`src/logic/simdPkg.sv`:
```
/*
 Packed-lane SIMD definitions
 operation codes, the 64-bit lane word and lane constants
 shared by the multiplier, adder and result merge
*/

package simdPkg;

	// lane geometry of one 64-bit word
	localparam int laneCount = 4;
	localparam int laneBits = 16;

	// saturation bounds for one lane
	localparam logic [laneBits-1:0] laneSMax = 16'h7fff;
	localparam logic [laneBits-1:0] laneSMin = 16'h8000;
	localparam logic [laneBits-1:0] laneUMax = 16'hffff;

	// multiply formats sit low, adder codes in the upper half
	// codes not listed here produce a zero result
	typedef enum logic [3:0] {
		opMulLo32   = 4'h1,
		opMulPair   = 4'h3,
		opMulPackLo = 4'h4,
		opMulPackHi = 4'h5,
		opAdd       = 4'h8,
		opSub       = 4'h9,
		opAddSat    = 4'ha,
		opSubSat    = 4'hb
	} simdOp_e;

	// one word seen as four 16-bit lanes or as two 32-bit halves
	// lane A is lanes16[0], bits 15:0
	typedef union packed {
		logic [laneCount-1:0][laneBits-1:0] lanes16;
		logic [1:0][2*laneBits-1:0] words32;
	} laneWord_u;

endpackage

```
`src/logic/laneMultiplier.sv`:
```
/*
 Lane multiplier
 four 16x16 products, signed or unsigned, registered under hold
 also keeps the lane A product widened to 64 bits
*/

`timescale 1ns/1ps

module laneMultiplier
	import simdPkg::*;
(
	input  logic        clock,
	input  logic        rstN,
	input  logic [63:0] valRs,
	input  logic [63:0] valRt,
	input  logic        opUnsigned,
	input  logic        exHold,
	output logic [31:0] prodA,
	output logic [31:0] prodB,
	output logic [31:0] prodC,
	output logic [31:0] prodD,
	output logic [63:0] prodWideLo
);

	// operands stretched to product width
	logic [laneCount-1:0][2*laneBits-1:0] extRs;
	logic [laneCount-1:0][2*laneBits-1:0] extRt;

	// products before the register stage
	logic [laneCount-1:0][2*laneBits-1:0] prodNext;
	logic [63:0] wideNext;

	// sign of the lane A product when widened
	logic wideSign;

	always_comb
	begin
		for (int i = 0; i < laneCount; i++)
		begin
			// zero fill for unsigned, copy msb for signed
			extRs[i] = {
				{laneBits{!opUnsigned && valRs[i*laneBits + laneBits - 1]}},
				valRs[i*laneBits +: laneBits]
			};
			extRt[i] = {
				{laneBits{!opUnsigned && valRt[i*laneBits + laneBits - 1]}},
				valRt[i*laneBits +: laneBits]
			};
			// low 32 bits hold the full 16x16 result either way
			prodNext[i] = extRs[i] * extRt[i];
		end
	end

	// lane A product out to 64 bits
	assign wideSign = !opUnsigned && prodNext[0][2*laneBits-1];
	assign wideNext = {{(64 - 2*laneBits){wideSign}}, prodNext[0]};

	// product registers
	always_ff @(posedge clock or negedge rstN)
	begin
		if (!rstN)
		begin
			prodA <= '0;
			prodB <= '0;
			prodC <= '0;
			prodD <= '0;
			prodWideLo <= '0;
		end
		else if (!exHold)
		begin
			prodA <= prodNext[0];
			prodB <= prodNext[1];
			prodC <= prodNext[2];
			prodD <= prodNext[3];
			prodWideLo <= wideNext;
		end
	end

endmodule

```
`src/logic/laneAdder.sv`:
```
/*
 Lane adder
 packed 16-bit add and subtract, wrapping or saturating
 result registered under hold
*/

`timescale 1ns/1ps

module laneAdder
	import simdPkg::*;
(
	input  logic        clock,
	input  logic        rstN,
	input  logic [63:0] valRs,
	input  logic [63:0] valRt,
	input  simdOp_e     opCode,
	input  logic        opUnsigned,
	input  logic        exHold,
	output laneWord_u   sumWord
);

	// operands in lane view
	laneWord_u opRs;
	laneWord_u opRt;
	laneWord_u sumNext;

	// subtract for both subtract codes
	logic isSub;

	assign opRs = valRs;
	assign opRt = valRt;
	assign isSub = (opCode == opSub) || (opCode == opSubSat);

	// clamp one 17-bit lane result to its type range
	function automatic logic [laneBits-1:0] satLane(
		input logic [laneBits:0] wide,
		input logic isUnsigned,
		input logic subtract
	);
		if (isUnsigned)
		begin
			// bit 16 is carry on add, borrow on subtract
			if (!wide[laneBits])
				return wide[laneBits-1:0];
			return subtract ? '0 : laneUMax;
		end
		// signed overflow when the top two bits disagree
		if (wide[laneBits] != wide[laneBits-1])
			return wide[laneBits] ? laneSMin : laneSMax;
		return wide[laneBits-1:0];
	endfunction

	always_comb
	begin : laneMath
		logic [laneBits:0] aExt;
		logic [laneBits:0] bExt;
		logic [laneBits:0] wide;
		sumNext = '0;
		for (int i = 0; i < laneCount; i++)
		begin
			// one extra bit, zero or sign
			aExt = {!opUnsigned && opRs.lanes16[i][laneBits-1], opRs.lanes16[i]};
			bExt = {!opUnsigned && opRt.lanes16[i][laneBits-1], opRt.lanes16[i]};
			wide = isSub ? (aExt - bExt) : (aExt + bExt);
			case (opCode)
				opAdd, opSub:
					sumNext.lanes16[i] = wide[laneBits-1:0];
				opAddSat, opSubSat:
					sumNext.lanes16[i] = satLane(wide, opUnsigned, isSub);
				default:
					sumNext.lanes16[i] = '0;
			endcase
		end
	end

	always_ff @(posedge clock or negedge rstN)
	begin
		if (!rstN)
			sumWord <= '0;
		else if (!exHold)
			sumWord <= sumNext;
	end

endmodule

```
`src/logic/resultMerge.sv`:
```
/*
 Result merge
 registers the issued operation and its strobe
 then picks the destination format from both units
*/

`timescale 1ns/1ps

module resultMerge
	import simdPkg::*;
(
	input  logic        clock,
	input  logic        rstN,
	input  simdOp_e     opCode,
	input  logic        opIssue,
	input  logic        exHold,
	input  logic [31:0] prodA,
	input  logic [31:0] prodB,
	input  logic [31:0] prodC,
	input  logic [31:0] prodD,
	input  logic [63:0] prodWideLo,
	input  laneWord_u   sumWord,
	output logic [63:0] valRn,
	output logic        resValid
);

	// operation in step with the unit registers
	simdOp_e opReg;
	laneWord_u mergeWord;

	// issue is dropped while held
	always_ff @(posedge clock or negedge rstN)
	begin
		if (!rstN)
		begin
			opReg <= simdOp_e'(4'h0);
			resValid <= 1'b0;
		end
		else if (!exHold)
		begin
			opReg <= opCode;
			resValid <= opIssue;
		end
	end

	always_comb
	begin
		mergeWord = '0;
		case (opReg)
			opMulLo32:
				mergeWord = prodWideLo;
			// product B in the upper word
			opMulPair:
				mergeWord.words32 = {prodB, prodA};
			opMulPackLo:
				mergeWord.lanes16 = {prodD[15:0], prodC[15:0], prodB[15:0], prodA[15:0]};
			opMulPackHi:
				mergeWord.lanes16 = {prodD[31:16], prodC[31:16], prodB[31:16], prodA[31:16]};
			opAdd, opSub, opAddSat, opSubSat:
				mergeWord = sumWord;
			default:
				mergeWord = '0;
		endcase
	end

	assign valRn = mergeWord;

endmodule

```
`src/logic/exSimdUnit.sv`:
```
/*
 Packed-lane execute stage
 lane multiplier and lane adder side by side
 merged into one 64-bit result after one cycle
*/

`timescale 1ns/1ps

module exSimdUnit
	import simdPkg::*;
(
	input  logic        clock,
	input  logic        rstN,
	input  logic [63:0] valRs,
	input  logic [63:0] valRt,
	input  simdOp_e     opCode,
	input  logic        opUnsigned,
	input  logic        opIssue,
	input  logic        exHold,
	output logic [63:0] valRn,
	output logic        resValid
);

	// registered products
	logic [31:0] prodA;
	logic [31:0] prodB;
	logic [31:0] prodC;
	logic [31:0] prodD;
	logic [63:0] prodWideLo;

	// registered packed sum
	laneWord_u sumWord;

	laneMultiplier i_laneMultiplier (
		.clock      (clock),
		.rstN       (rstN),
		.valRs      (valRs),
		.valRt      (valRt),
		.opUnsigned (opUnsigned),
		.exHold     (exHold),
		.prodA      (prodA),
		.prodB      (prodB),
		.prodC      (prodC),
		.prodD      (prodD),
		.prodWideLo (prodWideLo)
	);

	laneAdder i_laneAdder (
		.clock      (clock),
		.rstN       (rstN),
		.valRs      (valRs),
		.valRt      (valRt),
		.opCode     (opCode),
		.opUnsigned (opUnsigned),
		.exHold     (exHold),
		.sumWord    (sumWord)
	);

	// format select on the registered code
	resultMerge i_resultMerge (
		.clock      (clock),
		.rstN       (rstN),
		.opCode     (opCode),
		.opIssue    (opIssue),
		.exHold     (exHold),
		.prodA      (prodA),
		.prodB      (prodB),
		.prodC      (prodC),
		.prodD      (prodD),
		.prodWideLo (prodWideLo),
		.sumWord    (sumWord),
		.valRn      (valRn),
		.resValid   (resValid)
	);

endmodule

```
`config.mk`:
```
export PLATFORM = sky130hd
export DESIGN_NAME = exSimdUnit
export DESIGN_NICKNAME = d
export VERILOG_FILES = /design/src/logic/simdPkg.sv /design/src/logic/laneMultiplier.sv /design/src/logic/laneAdder.sv /design/src/logic/resultMerge.sv /design/src/logic/exSimdUnit.sv
export SDC_FILE = /design/constraint.sdc
export NUM_CORES = 2
export LEC_CHECK = 0
export ABC_AREA = 0
export BUFFER_PORTS_ARGS = -buffer_cell sky130_fd_sc_hd__buf_4
export CELL_PAD_IN_SITES_DETAIL_PLACEMENT = 1
export CELL_PAD_IN_SITES_GLOBAL_PLACEMENT = 1
export CORE_ASPECT_RATIO = 0.5
export CORE_UTILIZATION = 55
export DETAILED_ROUTE_END_ITERATION = 10
export GPL_TIMING_DRIVEN = 0
export MAX_ROUTING_LAYER = met4
export PLACE_DENSITY_LB_ADDON = 0.3
export SYNTH_ARGS = -nofsm -noshare
export SYNTH_HDL_FRONTEND = slang
export SYNTH_HIERARCHICAL = 1
export SYNTH_SLANG_ARGS = --single-unit
```
`constraint.sdc`:
```
create_clock -name clock -period 2.2 [get_ports clock]
set_input_delay 0.22 -clock clock [delete_from_list [all_inputs] [get_ports clock]]
set_output_delay 0.22 -clock clock [all_outputs]
set_load 0.02 [all_outputs]
```
==> flow_summary_export.csv, run 1 <==
group,metric,value,unit
logic_synthesis,ys_seq_area_share,8.70,%
cts,cts_root_buf,"clkbuf_16",
global_routing,antenna_found_initial,66,
cts,cts_sinks,198,
timing,worst-ep-kind,"register input",
floorplan,die_w,457,um
logic_synthesis,synth_common_cells,"1291 x inv_1, 1132 x fa_1, 809 x nand2_1, 527 x and2_1, 396 x ha_1",
logic_synthesis,ys_warn_count,6,
placement,io_buffers,201,
global_routing,grt_start_max_net_pins,106,
floorplan,initial_core_util,55.5,%
floorplan,ios,202,
placement,dp_hpwl,182,mm
status,lastStage,"5_1_grt",
status,status,"did not finish",
logic_synthesis,synthCells,6340,
logic_synthesis,syn_area,57000,sq um
floorplan,die_h,230,um
cts,htree_num_levels,4,
global_routing,grt-ovfl-total,131,
logic_synthesis,synth_area_leader_cell,"fa_1",
global_routing,track_usage,78.9,%
placement,dp_worst_setup_slack,-5290,ps
logic_synthesis,avgSynthCellArea,8.98,sq um
logic_synthesis,synthTopCellsByArea,"fa_1 40%, dfrtp_1 8.7%, ha_1 8.7%",
logic_synthesis,synthFlopType,"dfrtp_1",
timing,worst_endpoint,"i_laneMultiplier/prodD[31]$_DFFE_PN0N_/D",
logic_synthesis,synth-async-reset-ratio,100,%
logic_synthesis,synth_edf_count,0,
logic_synthesis,synth_cell_types,99,
status,tool.error,"[ERROR GRT-0232] Routing congestion too high. Check the congestion heatmap in the GUI.",
placement,place_congestion,1.03,
logic_synthesis,synth-seq-cells,198,
floorplan,num_rows,83,
logic_synthesis,syn-num-nets,8005,
logic_synthesis,netlist.area_leader.share,39.8,%
cts,cts_buffer_depth,2,
logic_synthesis,yosysMostFrequentCell,"inv_1",
cts,numCtsBuffers,17,
## metal layers
metal | GRT overflow | track usage (%)
met5 | - | -
met3 | 0 | 62.1
met1 | 2 | 78.2
met4 | 50 | 75.6
met2 | 79 | 94.1
## cell families after synthesis
logic type      after synthesis  share of synthesized area [%]
xor+xnor                    270                           4.21
mux                         132                           2.39
flops                       198                           8.70
compound gates              869                           10.2
simple gates               1746                           14.9
fa+ha+maj                  1528                           48.5
buf+inv                    1597                           11.1
## what timing repair did
action                                  in CTS
hold buffers                                 2
pin swaps                                  192
gates cloned                                 1
endpoints found under the setup margin     242
gates resized for setup                    475
endpoints found under the hold margin       94
buffers inserted                            97
## metrics by stage
stage | instance area, sq um | hold WS (ps) | cells | utilization, %
3_5_place_dp | 63800 | 285 | 7902 | 62.2
2_1_floorplan | 60600 | -75.6 | 6340 | -
4_1_cts | 67800 | 7.17 | 8032 | 66.0
3_3_place_gp | 63800 | 457 | 7901 | 62.2
==> run 2: changes to the inputs <==
--- a/config.mk
+++ b/config.mk
@@ -7,14 +7,10 @@
 export LEC_CHECK = 0
 export ABC_AREA = 0
 export BUFFER_PORTS_ARGS = -buffer_cell sky130_fd_sc_hd__buf_4
-export CELL_PAD_IN_SITES_DETAIL_PLACEMENT = 1
-export CELL_PAD_IN_SITES_GLOBAL_PLACEMENT = 1
-export CORE_ASPECT_RATIO = 0.5
-export CORE_UTILIZATION = 55
+export CORE_UTILIZATION = 40
 export DETAILED_ROUTE_END_ITERATION = 10
 export GPL_TIMING_DRIVEN = 0
-export MAX_ROUTING_LAYER = met4
-export PLACE_DENSITY_LB_ADDON = 0.3
+export PLACE_DENSITY_LB_ADDON = 0.15
 export SYNTH_ARGS = -nofsm -noshare
 export SYNTH_HDL_FRONTEND = slang
 export SYNTH_HIERARCHICAL = 1
==> flow_summary_export.csv, run 2 <==
group,metric,value,unit
cts,cts_buffer_depth,2,
timing,fin_crit,5810,ps
worst_setup_path,crit_type,"primary input to flip-flop",
floorplan,num_rows,138,
floorplan,initial_core_util,40.3,%
global_routing,grt_first_pass_wirelength,305,mm
cts,clk_pin_slew_worst_paths,90,ps
global_routing,grt-ovfl-total,0,
cells_and_area,fin_cells,8787,
floorplan,ios,202,
logic_synthesis,avgSynthCellArea,8.98,sq um
cells_and_area,final_common_cell,"inv_1",
worst_setup_path,critPathArrivalTime,6130,ps
floorplan,dieArea,144000,sq um
timing,fin_worst_skew,0,ps
cts,htree_num_levels,4,
logic_synthesis,synth-seq-cells,198,
job,maxCapViolCount,0,
logic_synthesis,synth-async-reset-ratio,100,%
timing,fin_crit_sh,264,%
global_routing,grt_start_max_net_pins,109,
cts,cts_root_buf,"clkbuf_16",
status,status,"finished with violations",
route,wire_per_inst,23.0,um
cts,cts_sinks,198,
floorplan,fp.coreArea,141000,sq um
placement,dp_hpwl,159,mm
worst_setup_path,cp_max_fo,7,
route,viasPerCell,5.26,
logic_synthesis,synthTopCellsByArea,"fa_1 40%, dfrtp_1 8.7%, ha_1 8.7%",
logic_synthesis,synth_edf_count,0,
cts,cts_tree,"done",
logic_synthesis,synth_cell_types,99,
logic_synthesis,ys_seq_area_share,8.70,%
timing,drv_slew,0,
worst_setup_path,required,2520,ps
cells_and_area,layout-drive-gt1-share,22.9,%
cts,clk_latency,470,ps
cells_and_area,syn_to_final_growth,26.4,%
route,drt_wl_total,202,mm
logic_synthesis,syn_area,57000,sq um
route,dr.first_iter.drc_count,3430,
timing,setup_slack,-3610,ps
logic_synthesis,synthFlopType,"dfrtp_1",
hold_path,hold_class,"primary input to flip-flop",
logic_synthesis,ys_warn_count,6,
logic_synthesis,synth_area_leader_cell,"fa_1",
floorplan,die_w,379,um
worst_setup_path,cp-start-kind,"primary input",
cts,numCtsBuffers,17,
global_routing,track_usage,28.5,%
route,antenna_left,0,
route,first_pass_iters,5,
floorplan,die_h,379,um
logic_synthesis,synthCells,6340,
timing,max_freq,0.172,GHz
route,vias,46200,
logic_synthesis,yosysMostFrequentCell,"inv_1",
logic_synthesis,synth_common_cells,"1291 x inv_1, 1132 x fa_1, 809 x nand2_1, 527 x and2_1, 396 x ha_1",
cells_and_area,num-nets-final,8539,
timing,grt_setup_unrepaired,"true",
logic_synthesis,netlist.area_leader.share,39.8,%
timing,setup_viol,245,
status,violations,"setup timing",
placement,place_congestion,0.928,
timing,hold_viol_final,0,
placement,placed_cells,8432,
route,drc,0,
timing,max-slew-margin-rel,4.17,%
cells_and_area,final_cell_mix,"1188 x inv_1, 1071 x fa_1, 714 x nand2_1",
cells_and_area,largest_reg_flops,64,
worst_setup_path,endpoint_kind,"flip-flop",
cells_and_area,largest-register,"i_laneAdder/sumWord",
global_routing,grt_pass1_vias,48500,
logic_synthesis,syn-num-nets,8005,
timing,worst_pin_slew,1440,ps
placement,io_buffers,201,
global_routing,antenna_found_initial,19,
## run 2: path summary, 6_finish.rpt
kind,from,end,slack [ps],cells after the start
worst max register to register,i_laneMultiplier/prodWideLo[32],i_laneMultiplier/prodWideLo[32],660,2
worst min register to register,i_laneMultiplier/prodD[23],i_laneMultiplier/prodD[23],500,2
min in group asynchronous,rstN,i_laneMultiplier/prodC[14],460,2
worst min-delay path,opCode[0],i_resultMerge/opReg[0],20,2
worst max-delay path,opUnsigned,i_laneMultiplier/prodC[30],-3610,25
max in group asynchronous,rstN,i_laneMultiplier/prodD[3],650,3
## run 2: cells by family (layout without fill, tap and decap cells)
group	count (synthesis)	in the layout	share of synthesized area (%)
AO/OA/AOI/OAI	869	869	10.2
adder cells (fa/ha/maj)	1528	1528	48.5
buffers and inverters	1597	2144	11.1
AND/OR/NAND/NOR	1746	1746	14.9
flip-flops	198	198	8.70
XOR/XNOR	270	270	4.21
multiplexers	132	132	2.39
other	0	10	0
## run 2: layer usage
layer / track usage, % / vias to the layer above / share of wire [%]
li1: - / 20600 / -
met1: 40.4 / 24000 / 44
met2: 45.8 / 1406 / 46
met3: 3.84 / 264 / 6.6
met4: 7.58 / 8 / 3.1
met5: 0 / - / 0.021
## run 2: layout make-up
class / instances / area (sq um)
tap: 1890 / 2360
clock buffer: 19 / 443
fill: 13100 / 69400
timing repair buffer: 516 / 5270
clock inverter: 13 / 119
multi-input combinational: 4545 / 49900
sequential: 198 / 4950
antenna: 10 / 25.0
inverter: 1293 / 4950
buffer: 303 / 3910
## run 2: repair_timing
item	CTS	global route
cloned	5	3
setup buffers	199	114
hold endpoints to repair	92	0
pin swaps	298	210
endpoints found under the setup margin	246	245
hold buffers	3	0
gates resized for setup	666	247
## run 2: critical path: stages
cell and delay (ps):
buf_16 150, clkinv_16 100, buf_8 140, buf_12 130, nand2_8 80, clkbuf_16 160, nor2_4 30, fa_1 470
fa_1 550, fa_1 440, fa_2 540, inv_2 40, fa_1 510, inv_2 50, fa_2 610, ha_4 220
and4_1 210, a221o_1 380, and3_4 160, o31a_1 270, o21ai_2 220, buf_4 160, a21oi_4 60, nand3_2 90
o311ai_2 100
## run 2: per-stage QoR
stage          cell area [sq um]  setup WS [ps]  hold WS [ps]  util [%]  setup TNS, ps
2_1_floorplan              60600          -3420         -75.6         -        -333450
3_3_place_gp               64500          -5410           465      45.6        -664010
3_5_place_dp               64500          -5390           312      45.6        -542810
4_1_cts                    70200          -3610          1.18      49.6        -389900
5_1_grt                    72000          -3720          12.9      50.9        -428060
6_report                   72000          -3610          23.4      50.9        -397900
Power of run 2 is not shown: default switching activity piles up to over one toggle a cycle in this logic, so the estimate is an artifact.
